File: config.mk
export PLATFORM = sky130hd
export DESIGN_NAME = rob_top
export DESIGN_NICKNAME = d
export VERILOG_FILES = /design/src/rob_cfg_pkg.sv /design/src/rob_entry_pkg.sv /design/src/rob_ptr_if.sv /design/src/rob_resolve_if.sv /design/src/rob_ptr_ctrl.sv /design/src/rob_entry_array.sv /design/src/rob_resolve.sv /design/src/rob_top.sv
export SDC_FILE = /design/constraint.sdc
export NUM_CORES = 2
export LEC_CHECK = 0
export BUFFER_PORTS_ARGS = -buffer_cell sky130_fd_sc_hd__clkbuf_2
export CORE_UTILIZATION = 30
export CTS_BUF_LIST = sky130_fd_sc_hd__clkbuf_4 sky130_fd_sc_hd__clkbuf_8 sky130_fd_sc_hd__clkbuf_16
export DETAILED_ROUTE_END_ITERATION = 16
export GPL_ROUTABILITY_DRIVEN = 0
export PLACE_DENSITY = 0.48
export SLEW_MARGIN = 20
export SYNTH_ARGS = -nofsm -noshare
export SYNTH_HDL_FRONTEND = slang
export SYNTH_HIERARCHICAL = 1
export SYNTH_SLANG_ARGS = --single-unit
File: constraint.sdc
create_clock -name clk -period 7.4 [get_ports clk]
set_input_delay 1.11 -clock clk [delete_from_list [all_inputs] [get_ports clk]]
set_output_delay 1.11 -clock clk [all_outputs]
set_load 0.01 [all_outputs]
File: src/rob_cfg_pkg.sv
// rob configuration: buffer depth, index widths, rename and branch field sizes
`default_nettype none

package rob_cfg_pkg;

	// ------------------------------------------------------------------------
	// buffer geometry
	// ------------------------------------------------------------------------
	localparam int ROB_DEPTH = 32;		// entries in flight
	localparam int ROB_IDX_W = 5;		// slot index
	localparam int ROB_PTR_W = 6;		// slot index plus wrap bit

	// ------------------------------------------------------------------------
	// rename and branch fields
	// ------------------------------------------------------------------------
	localparam int PRF_IDX_W = 6;		// physical register tag
	localparam int LREG_W    = 5;		// logical destination
	localparam int FL_HEAD_W = 5;		// free list head snapshot
	localparam int BR_MASK_W = 4;		// one bit per unresolved branch
	localparam int ADDR_W    = 64;		// branch target address

endpackage

`default_nettype wire

File: src/rob_entry_pkg.sv
// rob entry record and branch resolution outcome type
`default_nettype none

package rob_entry_pkg;

	// one reorder buffer slot, written at dispatch
	typedef struct packed {
		logic [rob_cfg_pkg::PRF_IDX_W-1:0]	tag;		// new physical dest
		logic [rob_cfg_pkg::PRF_IDX_W-1:0]	old_tag;	// mapping replaced by this instr
		logic [rob_cfg_pkg::LREG_W-1:0]		lreg;
		logic					br_flag;
		logic					pred_taken;
		logic [rob_cfg_pkg::ADDR_W-1:0]		pred_target;
		logic [rob_cfg_pkg::BR_MASK_W-1:0]	br_mask;
		logic [rob_cfg_pkg::FL_HEAD_W-1:0]	fl_head;	// free list state to restore
	} rob_entry_t;

	// result of comparing a completed branch against its prediction
	typedef enum logic [1:0] {
		BR_NONE  = 2'd0,	// no branch completing
		BR_RIGHT = 2'd1,
		BR_WRONG = 2'd2
	} br_outcome_e;

endpackage

`default_nettype wire

File: src/rob_ptr_if.sv
// rob pointer bundle: head and tail positions, retire and flush requests
`timescale 1ns/1ns
`default_nettype none

interface rob_ptr_if;

	logic [rob_cfg_pkg::ROB_IDX_W-1:0]	head_idx;
	logic [rob_cfg_pkg::ROB_IDX_W-1:0]	tail_idx;
	logic					retire;		// head entry leaves this cycle
	logic					flush;		// mispredict, roll the tail back
	logic [rob_cfg_pkg::ROB_IDX_W-1:0]	flush_idx;	// slot of the bad branch

	modport ptr (output head_idx, tail_idx, input retire, flush, flush_idx);
	modport array (input head_idx, tail_idx, flush, flush_idx, output retire);
	modport resolve (output flush, flush_idx);

endinterface

`default_nettype wire

File: src/rob_resolve_if.sv
// branch field lookup of one rob entry for the resolution logic
`timescale 1ns/1ns
`default_nettype none

interface rob_resolve_if;

	logic [rob_cfg_pkg::ROB_IDX_W-1:0]	query_idx;
	logic					br_flag;	// only set for a live branch slot
	logic					pred_taken;
	logic [rob_cfg_pkg::ADDR_W-1:0]		pred_target;
	logic [rob_cfg_pkg::BR_MASK_W-1:0]	br_mask;
	logic [rob_cfg_pkg::FL_HEAD_W-1:0]	fl_head;

	modport array (input query_idx,
		output br_flag, pred_taken, pred_target, br_mask, fl_head);
	modport resolve (output query_idx,
		input br_flag, pred_taken, pred_target, br_mask, fl_head);

endinterface

`default_nettype wire

File: src/rob_ptr_ctrl.sv
// rob head and tail pointers with wrap bits, full detection and tail rollback
`timescale 1ns/1ns
`default_nettype none

module rob_ptr_ctrl (
	input  wire		clk,
	input  wire		rst,
	input  wire		dispatch_i,
	rob_ptr_if.ptr		ptr,
	output logic		stall_o
);

	logic [rob_cfg_pkg::ROB_PTR_W-1:0]	head_r;
	logic [rob_cfg_pkg::ROB_PTR_W-1:0]	tail_r;
	logic [rob_cfg_pkg::ROB_PTR_W-1:0]	occ;		// entries in flight, 0..32
	logic [rob_cfg_pkg::ROB_PTR_W-1:0]	flush_ptr;
	logic [rob_cfg_pkg::ROB_IDX_W-1:0]	flush_off;	// branch distance from head
	logic					full;
	logic					flush_wrap;

	assign occ  = tail_r - head_r;
	assign full = occ[rob_cfg_pkg::ROB_PTR_W-1];	// only set at exactly 32

	// a retiring head frees a slot in time for this cycle's dispatch
	assign stall_o = full & ~ptr.retire;

	assign ptr.head_idx = head_r[rob_cfg_pkg::ROB_IDX_W-1:0];
	assign ptr.tail_idx = tail_r[rob_cfg_pkg::ROB_IDX_W-1:0];

	// ------------------------------------------------------------------------
	// rollback target
	// ------------------------------------------------------------------------
	// the branch lies in the head's lap if its index is not below the head,
	// otherwise the live range has wrapped and it sits one lap further
	assign flush_wrap = (ptr.flush_idx >= ptr.head_idx) ?
		head_r[rob_cfg_pkg::ROB_PTR_W-1] : ~head_r[rob_cfg_pkg::ROB_PTR_W-1];
	assign flush_ptr  = {flush_wrap, ptr.flush_idx};
	assign flush_off  = ptr.flush_idx - ptr.head_idx;

	always_ff @(posedge clk) begin
		if (rst) begin
			head_r <= '0;
			tail_r <= '0;
		end else begin
			if (ptr.retire)
				head_r <= head_r + 1'b1;
			if (ptr.flush)
				tail_r <= flush_ptr + 1'b1;	// carry moves into the wrap bit
			else if (dispatch_i)
				tail_r <= tail_r + 1'b1;
		end
	end

	// source must honour stall_o
	a_no_dispatch_full: assert property (@(posedge clk) disable iff (rst)
		dispatch_i |-> !(full && !ptr.retire))
		else $error("rob dispatch while full");

	// mispredicted branch must be a live entry
	a_flush_in_range: assert property (@(posedge clk) disable iff (rst)
		ptr.flush |-> ({1'b0, flush_off} < occ))
		else $error("rob flush index outside head..tail");

endmodule

`default_nettype wire

File: src/rob_entry_array.sv
// rob entry storage: tail write, completion marking, head retire and branch lookup
`timescale 1ns/1ns
`default_nettype none

module rob_entry_array (
	input  wire					clk,
	input  wire					rst,
	input  wire					dispatch_i,
	input  rob_entry_pkg::rob_entry_t		dp_entry_i,
	input  wire					fu_done_i,
	input  wire [rob_cfg_pkg::ROB_IDX_W-1:0]	fu_idx_i,
	rob_ptr_if.array				ptr,
	rob_resolve_if.array				rsv,
	output logic					retire_o,
	output logic [rob_cfg_pkg::PRF_IDX_W-1:0]	retire_tag_o,
	output logic [rob_cfg_pkg::PRF_IDX_W-1:0]	retire_old_tag_o,
	output logic [rob_cfg_pkg::LREG_W-1:0]		retire_lreg_o
);

	rob_entry_pkg::rob_entry_t		entries_r [rob_cfg_pkg::ROB_DEPTH];
	rob_entry_pkg::rob_entry_t		head_entry;
	rob_entry_pkg::rob_entry_t		query_entry;

	logic [rob_cfg_pkg::ROB_DEPTH-1:0]	valid_r;
	logic [rob_cfg_pkg::ROB_DEPTH-1:0]	done_r;
	logic [rob_cfg_pkg::ROB_DEPTH-1:0]	dp_set;		// slot being allocated
	logic [rob_cfg_pkg::ROB_DEPTH-1:0]	done_set;	// slot being completed
	logic [rob_cfg_pkg::ROB_DEPTH-1:0]	ret_clr;	// slot being retired
	logic [rob_cfg_pkg::ROB_DEPTH-1:0]	kill_mask;	// younger than a bad branch
	logic [rob_cfg_pkg::ROB_IDX_W-1:0]	young_cnt;
	logic [rob_cfg_pkg::ROB_IDX_W-1:0]	slot_off;
	logic					dp_we;

	// a dispatch in a recovery cycle is dropped
	assign dp_we = dispatch_i & ~ptr.flush;

	// ------------------------------------------------------------------------
	// head side
	// ------------------------------------------------------------------------
	assign head_entry = entries_r[ptr.head_idx];
	assign retire_o   = valid_r[ptr.head_idx] & done_r[ptr.head_idx];
	assign ptr.retire = retire_o;

	assign retire_tag_o     = retire_o ? head_entry.tag : '0;
	assign retire_old_tag_o = retire_o ? head_entry.old_tag : '0;
	assign retire_lreg_o    = retire_o ? head_entry.lreg : '0;

	// ------------------------------------------------------------------------
	// per slot update strobes
	// ------------------------------------------------------------------------
	// live slots younger than the branch run from flush_idx+1 up to tail-1
	assign young_cnt = ptr.tail_idx - ptr.flush_idx - 1'b1;

	always_comb begin
		dp_set    = '0;
		done_set  = '0;
		ret_clr   = '0;
		kill_mask = '0;
		slot_off  = '0;
		for (int i = 0; i < rob_cfg_pkg::ROB_DEPTH; i++) begin
			slot_off     = i[rob_cfg_pkg::ROB_IDX_W-1:0] - ptr.flush_idx - 1'b1;
			dp_set[i]    = dp_we && (i[rob_cfg_pkg::ROB_IDX_W-1:0] == ptr.tail_idx);
			done_set[i]  = fu_done_i && (i[rob_cfg_pkg::ROB_IDX_W-1:0] == fu_idx_i);
			ret_clr[i]   = retire_o && (i[rob_cfg_pkg::ROB_IDX_W-1:0] == ptr.head_idx);
			kill_mask[i] = ptr.flush && (slot_off < young_cnt);
		end
	end

	// full buffer with retire and dispatch hits one slot, so the new entry wins
	always_ff @(posedge clk) begin
		if (rst) begin
			valid_r <= '0;
			done_r  <= '0;
		end else begin
			valid_r <= (valid_r & ~kill_mask & ~ret_clr) | dp_set;
			done_r  <= ((done_r & ~dp_set) | done_set) & ~kill_mask & ~ret_clr;
		end
	end

	always_ff @(posedge clk) begin
		if (dp_we)
			entries_r[ptr.tail_idx] <= dp_entry_i;
	end

	// ------------------------------------------------------------------------
	// branch lookup for the resolution logic
	// ------------------------------------------------------------------------
	assign query_entry     = entries_r[rsv.query_idx];
	assign rsv.br_flag     = valid_r[rsv.query_idx] & query_entry.br_flag;
	assign rsv.pred_taken  = query_entry.pred_taken;
	assign rsv.pred_target = query_entry.pred_target;
	assign rsv.br_mask     = query_entry.br_mask;
	assign rsv.fl_head     = query_entry.fl_head;

	// functional units only finish instructions that are still in flight
	a_done_live: assert property (@(posedge clk) disable iff (rst)
		fu_done_i |-> valid_r[fu_idx_i])
		else $error("rob completion on empty slot %0d", fu_idx_i);

endmodule

`default_nettype wire

File: src/rob_resolve.sv
// rob branch resolution: checks outcome against prediction, drives early recovery
`timescale 1ns/1ns
`default_nettype none

module rob_resolve (
	input  wire					fu_done_i,
	input  wire [rob_cfg_pkg::ROB_IDX_W-1:0]	fu_idx_i,
	input  wire					fu_br_taken_i,
	input  wire [rob_cfg_pkg::ADDR_W-1:0]		fu_br_target_i,
	rob_resolve_if.resolve				rsv,
	rob_ptr_if.resolve				ptr,
	output logic					recover_o,
	output logic					br_right_o,
	output logic [rob_cfg_pkg::BR_MASK_W-1:0]	recover_mask_o,
	output logic [rob_cfg_pkg::FL_HEAD_W-1:0]	recover_fl_head_o
);

	rob_entry_pkg::br_outcome_e	outcome;
	logic				mismatch;

	assign rsv.query_idx = fu_idx_i;	// look up the completing entry

	// direction or target wrong counts as a mispredict
	assign mismatch = (fu_br_taken_i != rsv.pred_taken) |
		(fu_br_target_i != rsv.pred_target);

	always_comb begin
		if (!(fu_done_i && rsv.br_flag))
			outcome = rob_entry_pkg::BR_NONE;
		else if (mismatch)
			outcome = rob_entry_pkg::BR_WRONG;
		else
			outcome = rob_entry_pkg::BR_RIGHT;
	end

	assign recover_o  = (outcome == rob_entry_pkg::BR_WRONG);
	assign br_right_o = (outcome == rob_entry_pkg::BR_RIGHT);

	// squash state only leaves on a mispredict
	assign recover_mask_o    = recover_o ? rsv.br_mask : '0;
	assign recover_fl_head_o = recover_o ? rsv.fl_head : '0;

	assign ptr.flush     = recover_o;
	assign ptr.flush_idx = recover_o ? fu_idx_i : '0;

endmodule

`default_nettype wire

File: src/rob_top.sv
// reorder buffer top: pointer control, entry array and branch resolution
`timescale 1ns/1ns
`default_nettype none

module rob_top (
	input  wire					clk,
	input  wire					rst,

	// ------------------------------------------------------------------------
	// dispatch
	// ------------------------------------------------------------------------
	input  wire					dispatch_i,
	input  wire [rob_cfg_pkg::PRF_IDX_W-1:0]	dp_tag_i,
	input  wire [rob_cfg_pkg::PRF_IDX_W-1:0]	dp_old_tag_i,
	input  wire [rob_cfg_pkg::LREG_W-1:0]		dp_lreg_i,
	input  wire					dp_br_flag_i,
	input  wire					dp_pred_taken_i,
	input  wire [rob_cfg_pkg::ADDR_W-1:0]		dp_pred_target_i,
	input  wire [rob_cfg_pkg::BR_MASK_W-1:0]	dp_br_mask_i,
	input  wire [rob_cfg_pkg::FL_HEAD_W-1:0]	dp_fl_head_i,

	// ------------------------------------------------------------------------
	// completion
	// ------------------------------------------------------------------------
	input  wire					fu_done_i,
	input  wire [rob_cfg_pkg::ROB_IDX_W-1:0]	fu_idx_i,
	input  wire					fu_br_taken_i,
	input  wire [rob_cfg_pkg::ADDR_W-1:0]		fu_br_target_i,

	output logic					stall_o,
	output logic [rob_cfg_pkg::ROB_IDX_W-1:0]	tail_idx_o,	// slot for next dispatch
	output logic					retire_o,
	output logic [rob_cfg_pkg::PRF_IDX_W-1:0]	retire_tag_o,
	output logic [rob_cfg_pkg::PRF_IDX_W-1:0]	retire_old_tag_o,
	output logic [rob_cfg_pkg::LREG_W-1:0]		retire_lreg_o,
	output logic					recover_o,
	output logic					br_right_o,
	output logic [rob_cfg_pkg::BR_MASK_W-1:0]	recover_mask_o,
	output logic [rob_cfg_pkg::FL_HEAD_W-1:0]	recover_fl_head_o
);

	rob_entry_pkg::rob_entry_t	dp_entry;

	rob_ptr_if	ptr_if ();
	rob_resolve_if	rsv_if ();

	assign dp_entry = '{
		tag:         dp_tag_i,
		old_tag:     dp_old_tag_i,
		lreg:        dp_lreg_i,
		br_flag:     dp_br_flag_i,
		pred_taken:  dp_pred_taken_i,
		pred_target: dp_pred_target_i,
		br_mask:     dp_br_mask_i,
		fl_head:     dp_fl_head_i
	};

	assign tail_idx_o = ptr_if.tail_idx;

	rob_ptr_ctrl u_ptr_ctrl (
		.clk		(clk),
		.rst		(rst),
		.dispatch_i	(dispatch_i),
		.ptr		(ptr_if.ptr),
		.stall_o	(stall_o)
	);

	rob_entry_array u_entry_array (
		.clk			(clk),
		.rst			(rst),
		.dispatch_i		(dispatch_i),
		.dp_entry_i		(dp_entry),
		.fu_done_i		(fu_done_i),
		.fu_idx_i		(fu_idx_i),
		.ptr			(ptr_if.array),
		.rsv			(rsv_if.array),
		.retire_o		(retire_o),
		.retire_tag_o		(retire_tag_o),
		.retire_old_tag_o	(retire_old_tag_o),
		.retire_lreg_o		(retire_lreg_o)
	);

	rob_resolve u_resolve (
		.fu_done_i		(fu_done_i),
		.fu_idx_i		(fu_idx_i),
		.fu_br_taken_i		(fu_br_taken_i),
		.fu_br_target_i		(fu_br_target_i),
		.rsv			(rsv_if.resolve),
		.ptr			(ptr_if.resolve),
		.recover_o		(recover_o),
		.br_right_o		(br_right_o),
		.recover_mask_o		(recover_mask_o),
		.recover_fl_head_o	(recover_fl_head_o)
	);

endmodule

`default_nettype wire

After elaboration in Yosys (flattened, before gate mapping) --
Memories as Yosys holds them, arrays and structs flattened. A register that Yosys moved wholly into a read port is not among the register bits. Index checks and enable logic that the tools add are counted.
Word-level totals: bits in registers 76, latch bits 0, bits in writable memories 2944, memory bits (read-only) 0, input bits 166, memories kept 1
Cells by class: $add $sub $neg 70, multipliers 0, div/mod/pow operators 0, $lt $le $gt $ge 35, equal/unequal tests 97, shift operators 0, mux-type cells 21, bitwise operators 18, reductions and logical operators 133
Memory list:
- u_entry_array.entries_r | depth 32, bits a word 92, rd ports 2, clocked after memory_dff 1, write ports 1, RTL line rob_entry_array.sv:20 | rob_entry_pkg::rob_entry_t entries_r [rob_cfg_pkg::ROB_DEPTH];
Operator list (number):
- 5-bit equality test (first input constant) | 48
- 5-bit by 1-bit subtractor with 5-bit output (second input constant) | 33
- 32-bit bitwise AND | 5
- 5-bit less-than comparator | 32
- 1-bit logical AND | 129
- 4-bit by 5-bit equality test with 1-bit output (first input constant) | 24
- 32-bit inverter | 3
- 5-bit subtractor (first input constant) | 16
- 64-bit inequality test | 1
- 32-bit bitwise OR | 2
- 3-bit by 5-bit equality test with 1-bit output (first input constant) | 12
- 4-bit by 5-bit subtractor with 5-bit output (first input constant) | 8
- 2-bit by 5-bit equality test with 1-bit output (first input constant) | 6
- 5-bit two-way mux | 5
- 6-bit two-way mux | 4
- 3-bit by 5-bit subtractor with 5-bit output (first input constant) | 4
- 6-bit by 1-bit adder with 6-bit output (second input constant) | 3
- 1-bit binary-select mux with 5-bit select | 3
- 1-bit by 5-bit equality test with 1-bit output (first input constant) | 3
- 5-bit zero test | 3
- 5-bit by 6-bit less-than comparator with 1-bit output (second input constant) | 2
- 1-bit by 5-bit subtractor with 5-bit output (first input constant) | 2
- 2-bit by 5-bit subtractor with 5-bit output (first input constant) | 2
- 1-bit two-way mux | 6
- other kinds (12) | 18

Longest topological paths before layout --
depth after elaboration 15, mapped depth 29

Hierarchy --
The synthesis kept the hierarchy.
By module, submodules not included:
- rob_entry_array | instances 1, cells each 4967, area each 116913.4 um^2, sequential area each 89686.0 um^2
- rob_ptr_ctrl | instances 1, cells each 115, area each 991.0 um^2, sequential area each 240.2 um^2
- rob_resolve | instances 1, cells each 128, area each 984.7 um^2, sequential area each 0.0 um^2

Worst setup path after synthesis --
No wires, ideal clock.
path type input to register, start in fu_idx_i[0] in the netlist's numbering, end reg u_entry_array/valid_r[28] in the netlist's numbering, arrival time 7.560 ns, data required time 7.264 ns, slack -0.296 ns, cell stages on the path 25, cell sequence buf_4 > clkbuf_1 > clkbuf_1 > buf_1 > mux4_2 > mux4_2 > mux2_2 > xor2_1 > nor4_1 > nand4_1 > nor3_4 > buf_6 > a21oi_2 > clkbuf_1 > inv_1 > ha_1 > a21oi_1 > o21a_1 > xor2_1 > ha_1 > o311ai_0 > nand3b_1 > maj3_1 > a221oi_1 > o22ai_1
Between the ends: cells in the longest elaborated chain, start to end 15
RTL lines:
- start: declaration | RTL line rob_top.sv:26 | input wire [rob_cfg_pkg::ROB_IDX_W-1:0] fu_idx_i,
- memory 32 x 92 bit *
- net rsv_if.pred_target (one bit) | RTL line rob_resolve_if.sv:10 | logic [rob_cfg_pkg::ADDR_W-1:0] pred_target;
- 64-bit inequality test * | RTL line rob_resolve.sv:25 | (fu_br_target_i != rsv.pred_target);
- 1-bit bitwise OR * | RTL line rob_resolve.sv:24 | assign mismatch = (fu_br_taken_i != rsv.pred_taken) |
- 2-bit two-way mux * | RTL line rob_resolve.sv:30 | else if (mismatch)
- 2-bit two-way mux * | RTL line rob_resolve.sv:28 | if (!(fu_done_i && rsv.br_flag))
- 2-bit equality test * | RTL line rob_resolve.sv:36 | assign recover_o = (outcome == rob_entry_pkg::BR_WRONG);
- 5-bit two-way mux * | RTL line rob_resolve.sv:44 | assign ptr.flush_idx = recover_o ? fu_idx_i : '0;
- net ptr_if.flush_idx (one bit) | RTL line rob_ptr_if.sv:11 | logic [rob_cfg_pkg::ROB_IDX_W-1:0] flush_idx;
- 5-bit subtractor, on equally long branches | RTL line rob_entry_array.sv:61, rob_entry_array.sv:52
- 5-bit by 1-bit subtractor with 5-bit output, on equally long branches | RTL line rob_entry_array.sv:61, rob_entry_array.sv:52
- 5-bit less-than comparator * | RTL line rob_entry_array.sv:65 | kill_mask[i] = ptr.flush && (slot_off < young_cnt);
- 1-bit logical AND * | RTL line rob_entry_array.sv:65
- 32-bit inverter * | RTL line rob_entry_array.sv:75 | valid_r <= (valid_r & ~kill_mask & ~ret_clr) | dp_set;
- 32-bit bitwise AND * (2 in series) | RTL line rob_entry_array.sv:75
- 32-bit bitwise OR * | RTL line rob_entry_array.sv:75
- end signal: assignment | RTL line rob_entry_array.sv:75
- end: declaration | RTL line rob_entry_array.sv:24 | logic [rob_cfg_pkg::ROB_DEPTH-1:0] valid_r;
The timed path passes the listed nets; every way through them passes the cells marked *. The select of a mux whose other input is x is not followed. A chain may end at the register's enable or synchronous reset.

Final worst setup path --
start in fu_idx_i[0] in the netlist's numbering, end out recover_o
Between the ends: cells in the longest elaborated chain, start to end 6
RTL lines:
- memory 32 x 92 bit
- net rsv_if.pred_target (one bit) | RTL line rob_resolve_if.sv:10
- 64-bit inequality test | RTL line rob_resolve.sv:25
- 1-bit bitwise OR | RTL line rob_resolve.sv:24
- 2-bit two-way mux | RTL line rob_resolve.sv:30
- 2-bit two-way mux | RTL line rob_resolve.sv:28
- 2-bit equality test | RTL line rob_resolve.sv:36
- end: declaration | RTL line rob_top.sv:36 | output logic recover_o,
The timed path passes the listed nets, and every way through them passes these cells. The select of a mux whose other input is x is not followed.

==> results.json <==
{
  "status": "finished clean",
  "worstPathMaxFanout": 25,
  "clk-insertion-delay-late_ns": 0.94,
  "syn_area_per_cell_um2": 22.8,
  "drive_gt1_share_pct": 38.2,
  "drtPass1Iterations": 6,
  "io_pins": 201,
  "drv_slew": 0,
  "die_area_um2": 399000,
  "synth_edf_count": 2944,
  "period_share_pct": 98.6,
  "drcViolationCount": 0,
  "drtIter0Drc": 5581,
  "cp_data_required_time_ns": 6.29,
  "wl_per_cell_um": 31.1,
  "r2r_end": "u_entry_array/valid_r[31]",
  "multiInputGateArea_um2": 27300,
  "die_x_um": 632,
  "cts_tree": "done",
  "synthFlopType": "edfxtp_1",
  "syn_nets": 5445,
  "min_path_cells": 2,
  "final_common_cell": "edfxtp_1",
  "slew-limit-headroom_pct": 28.7,
  "p_leak_nw": 45.9,
  "portBuffers": 200,
  "finalPower_mw": 37.1,
  "utilization_pct": 36.7,
  "critPathCaptureType": "output pin",
  "grt_max_degree": 133,
  "ys_seq_elements": 3020,
  "arrival_ns": 6.19,
  "r2r_start": "u_entry_array/entries_r[7][60]",
  "min_to": "u_entry_array/valid_r[4]",
  "mostFrequentLayoutCells": "edfxtp_1, mux4_2, buf_4",
  "ctsRootBufferMaster": "clkbuf_16",
  "cts_made_buffers": 330,
  "h-tree-depth": 5,
  "yosys_warnings": 6,
  "hold_viol": 0,
  "cts_sinks": 3020,
  "synth_seq_area_share_pct": 75.6,
  "r2r_slack_ns": 0.77,
  "drt_wl_total_um": 360000,
  "cts_buffer_depth": 4,
  "rows": 230,
  "rsz0062_at_grt": "true",
  "ff_latch_area_um2": 89900,
  "fin_area_um2": 144000,
  "dpl-instance-area_um2": 134000,
  "synth_area_um2": 119000,
  "path_clk_slew_ns": 0.06,
  "fill_cells": 35600,
  "worst_slew_pin_slew_ns": 1.06,
  "min_path_type": "reg -> reg",
  "critical_path.startpoint_type": "input pin",
  "r2r_cells": 24,
  "critPathKind": "in -> out",
  "syn_inst": 5210,
  "power_density_nw_per_um2": 257,
  "core_area_um2": 393000,
  "fp.dieH_um": 632,
  "via_count": 59200,
  "grt_pass1_vias": 60800,
  "layout.nets": 6320,
  "cts_hold_buffers": 0,
  "grt_antenna_before_repair": 50,
  "fin_crit_ns": 7.30,
  "cts_setup_buffers": 0,
  "dp_hpwl_um": 224000,
  "max_freq_ghz": 0.137,
  "antenna_left": 0,
  "start_util_pct": 30.2,
  "ys_types": 72,
  "grt_first_pass_wirelength_um": 496000,
  "min_from": "u_entry_array/valid_r[4]",
  "finClkSkew_ns": 0.0903,
  "final_cells": 11600,
  "synthArstFlopShare_pct": 0,
  "ir_worst_vdd_mv": 0.173,
  "maxCapViolations": 0,
  "grt_usage_pct": 17.8,
  "overflow": 0,
  "avgViaCountPerCell": 5.11,
  "dp_cells": 11000,
  "syn_to_final_growth_pct": 21.4,
  "setup_violations": 0
}
layout make-up:
cell class                 instances  area share (%)
sequential                      3020            62.3
clock inverter                   179            1.13
antenna                           16          0.0277
multi-input combinational       1792            18.9
timing repair buffer             826            6.47
inverter                         115           0.424
tap                             5220            4.53
clock buffer                     410            6.21
report_power, final:
| part | switching [mW] | internal (mW) | total, mW |
|---|---|---|---|
| combinational | 1.14 | 0.847 | 1.98 |
| sequential | 0.0271 | 18.9 | 18.9 |
| clock | 6.77 | 9.43 | 16.2 |
worst max-delay path: stages:
cell and delay (ns):
buf_16 0.26, buf_12 0.20, buf_12 0.17, mux4_2 0.51, mux4_2 0.53, mux2_2 0.30, xor2_1 0.21, nor4_4 0.41
buf_4 0.26, nand4_1 0.33, nor3_4 0.56, buf_12 0.18, buf_4 0.11, buf_4 0.24, a21boi_2 0.10, buf_4 0.15
buf_4 0.21, clkbuf_2 0.18
state kept, by name, summed over array words and instances, names as in the netlist:
| register | flops |
|---|---|
| u_entry_array/done_r | 32 |
| u_ptr_ctrl/head_r | 6 |
| u_entry_array/valid_r | 32 |
| u_entry_array/entries_r | 2944 |
| u_ptr_ctrl/tail_r | 6 |
through the flow:
stage / TNS [ns] / worst slack [ns] / hold slack (ns)
2_1_floorplan: -0.0375 / -0.0375 / 0.438
3_3_place_gp: -1365.22 / -1.48 / 0.456
3_5_place_dp: -1317.70 / -1.32 / 0.462
4_1_cts: 0 / 0.0640 / 0.471
5_1_grt: -0.0476 / -0.0456 / 0.489
6_report: 0 / 0.103 / 0.472
layer usage:
metal | part of all wire [%] | vias to the layer above | global-route usage [%]
li1 | - | 24000 | -
met1 | 42 | 32700 | 24.0
met2 | 49 | 2031 | 29.5
met3 | 6.0 | 451 | 3.08
met4 | 2.8 | 16 | 4.83
met5 | 0.029 | - | 0
Yosys cell counts (9+ instances only):
| master | n | area share (%) |
|---|---|---|
| buf_1 | 20 | 0.063 |
| mux4_2 | 921 | 17 |
| a211oi_1 | 23 | 0.15 |
| o21ai_0 | 46 | 0.19 |
| edfxtp_1 | 2944 | 74 |
| buf_6 | 16 | 0.15 |
| a21oi_1 | 33 | 0.14 |
| nor3_1 | 22 | 0.093 |
| dfxtp_1 | 76 | 1.3 |
| clkbuf_1 | 139 | 0.44 |
| nor2_1 | 44 | 0.14 |
| buf_2 | 90 | 0.38 |
| o21a_1 | 10 | 0.063 |
| nand3_1 | 37 | 0.16 |
| nand3b_1 | 9 | 0.057 |
| inv_1 | 113 | 0.36 |
| nand2b_1 | 17 | 0.089 |
| a22oi_1 | 23 | 0.15 |
| a21oi_2 | 10 | 0.074 |
| xor2_1 | 73 | 0.54 |
| nor4_1 | 22 | 0.12 |
| nor2b_1 | 17 | 0.089 |
| ha_1 | 68 | 0.72 |
| mux2_2 | 79 | 0.75 |
| buf_4 | 18 | 0.11 |
| nand4_1 | 9 | 0.047 |
| a21o_1 | 13 | 0.082 |
| o22ai_1 | 37 | 0.19 |
| xnor2_1 | 34 | 0.25 |
| nand2_1 | 114 | 0.36 |
worst max path at each step:
stage | from | endpoint | slack [ns] | cells past startpoint
after CTS | fu_idx_i[0] | recover_o | 0.06 | 18
after global placement | fu_idx_i[0] | u_entry_array/valid_r[31] | -1.48 | 27
final | fu_idx_i[0] | recover_o | 0.10 | 18
after floorplan | fu_idx_i[0] | u_entry_array/valid_r[28] | -0.04 | 25
after global routing | fu_idx_i[0] | recover_o | -0.05 | 18
after detailed placement | fu_idx_i[0] | u_entry_array/valid_r[31] | -1.32 | 27
kinds of logic after synthesis:
logic type	share of synthesized area [%]
and+or+nand+nor	1.46
muxes	18.3
DFF	75.6
AOI/OAI and AO/OA	1.59
adders and majority gates	0.749
xor gates and xnor gates	0.788
buffers and inverters	1.51
timing repair:
item                       in CTS  in global routing
setup endpoints to repair      14                  2
resized for setup               7                  8
pin swaps                       1                  1
Power figures use the tool's default switching activity.
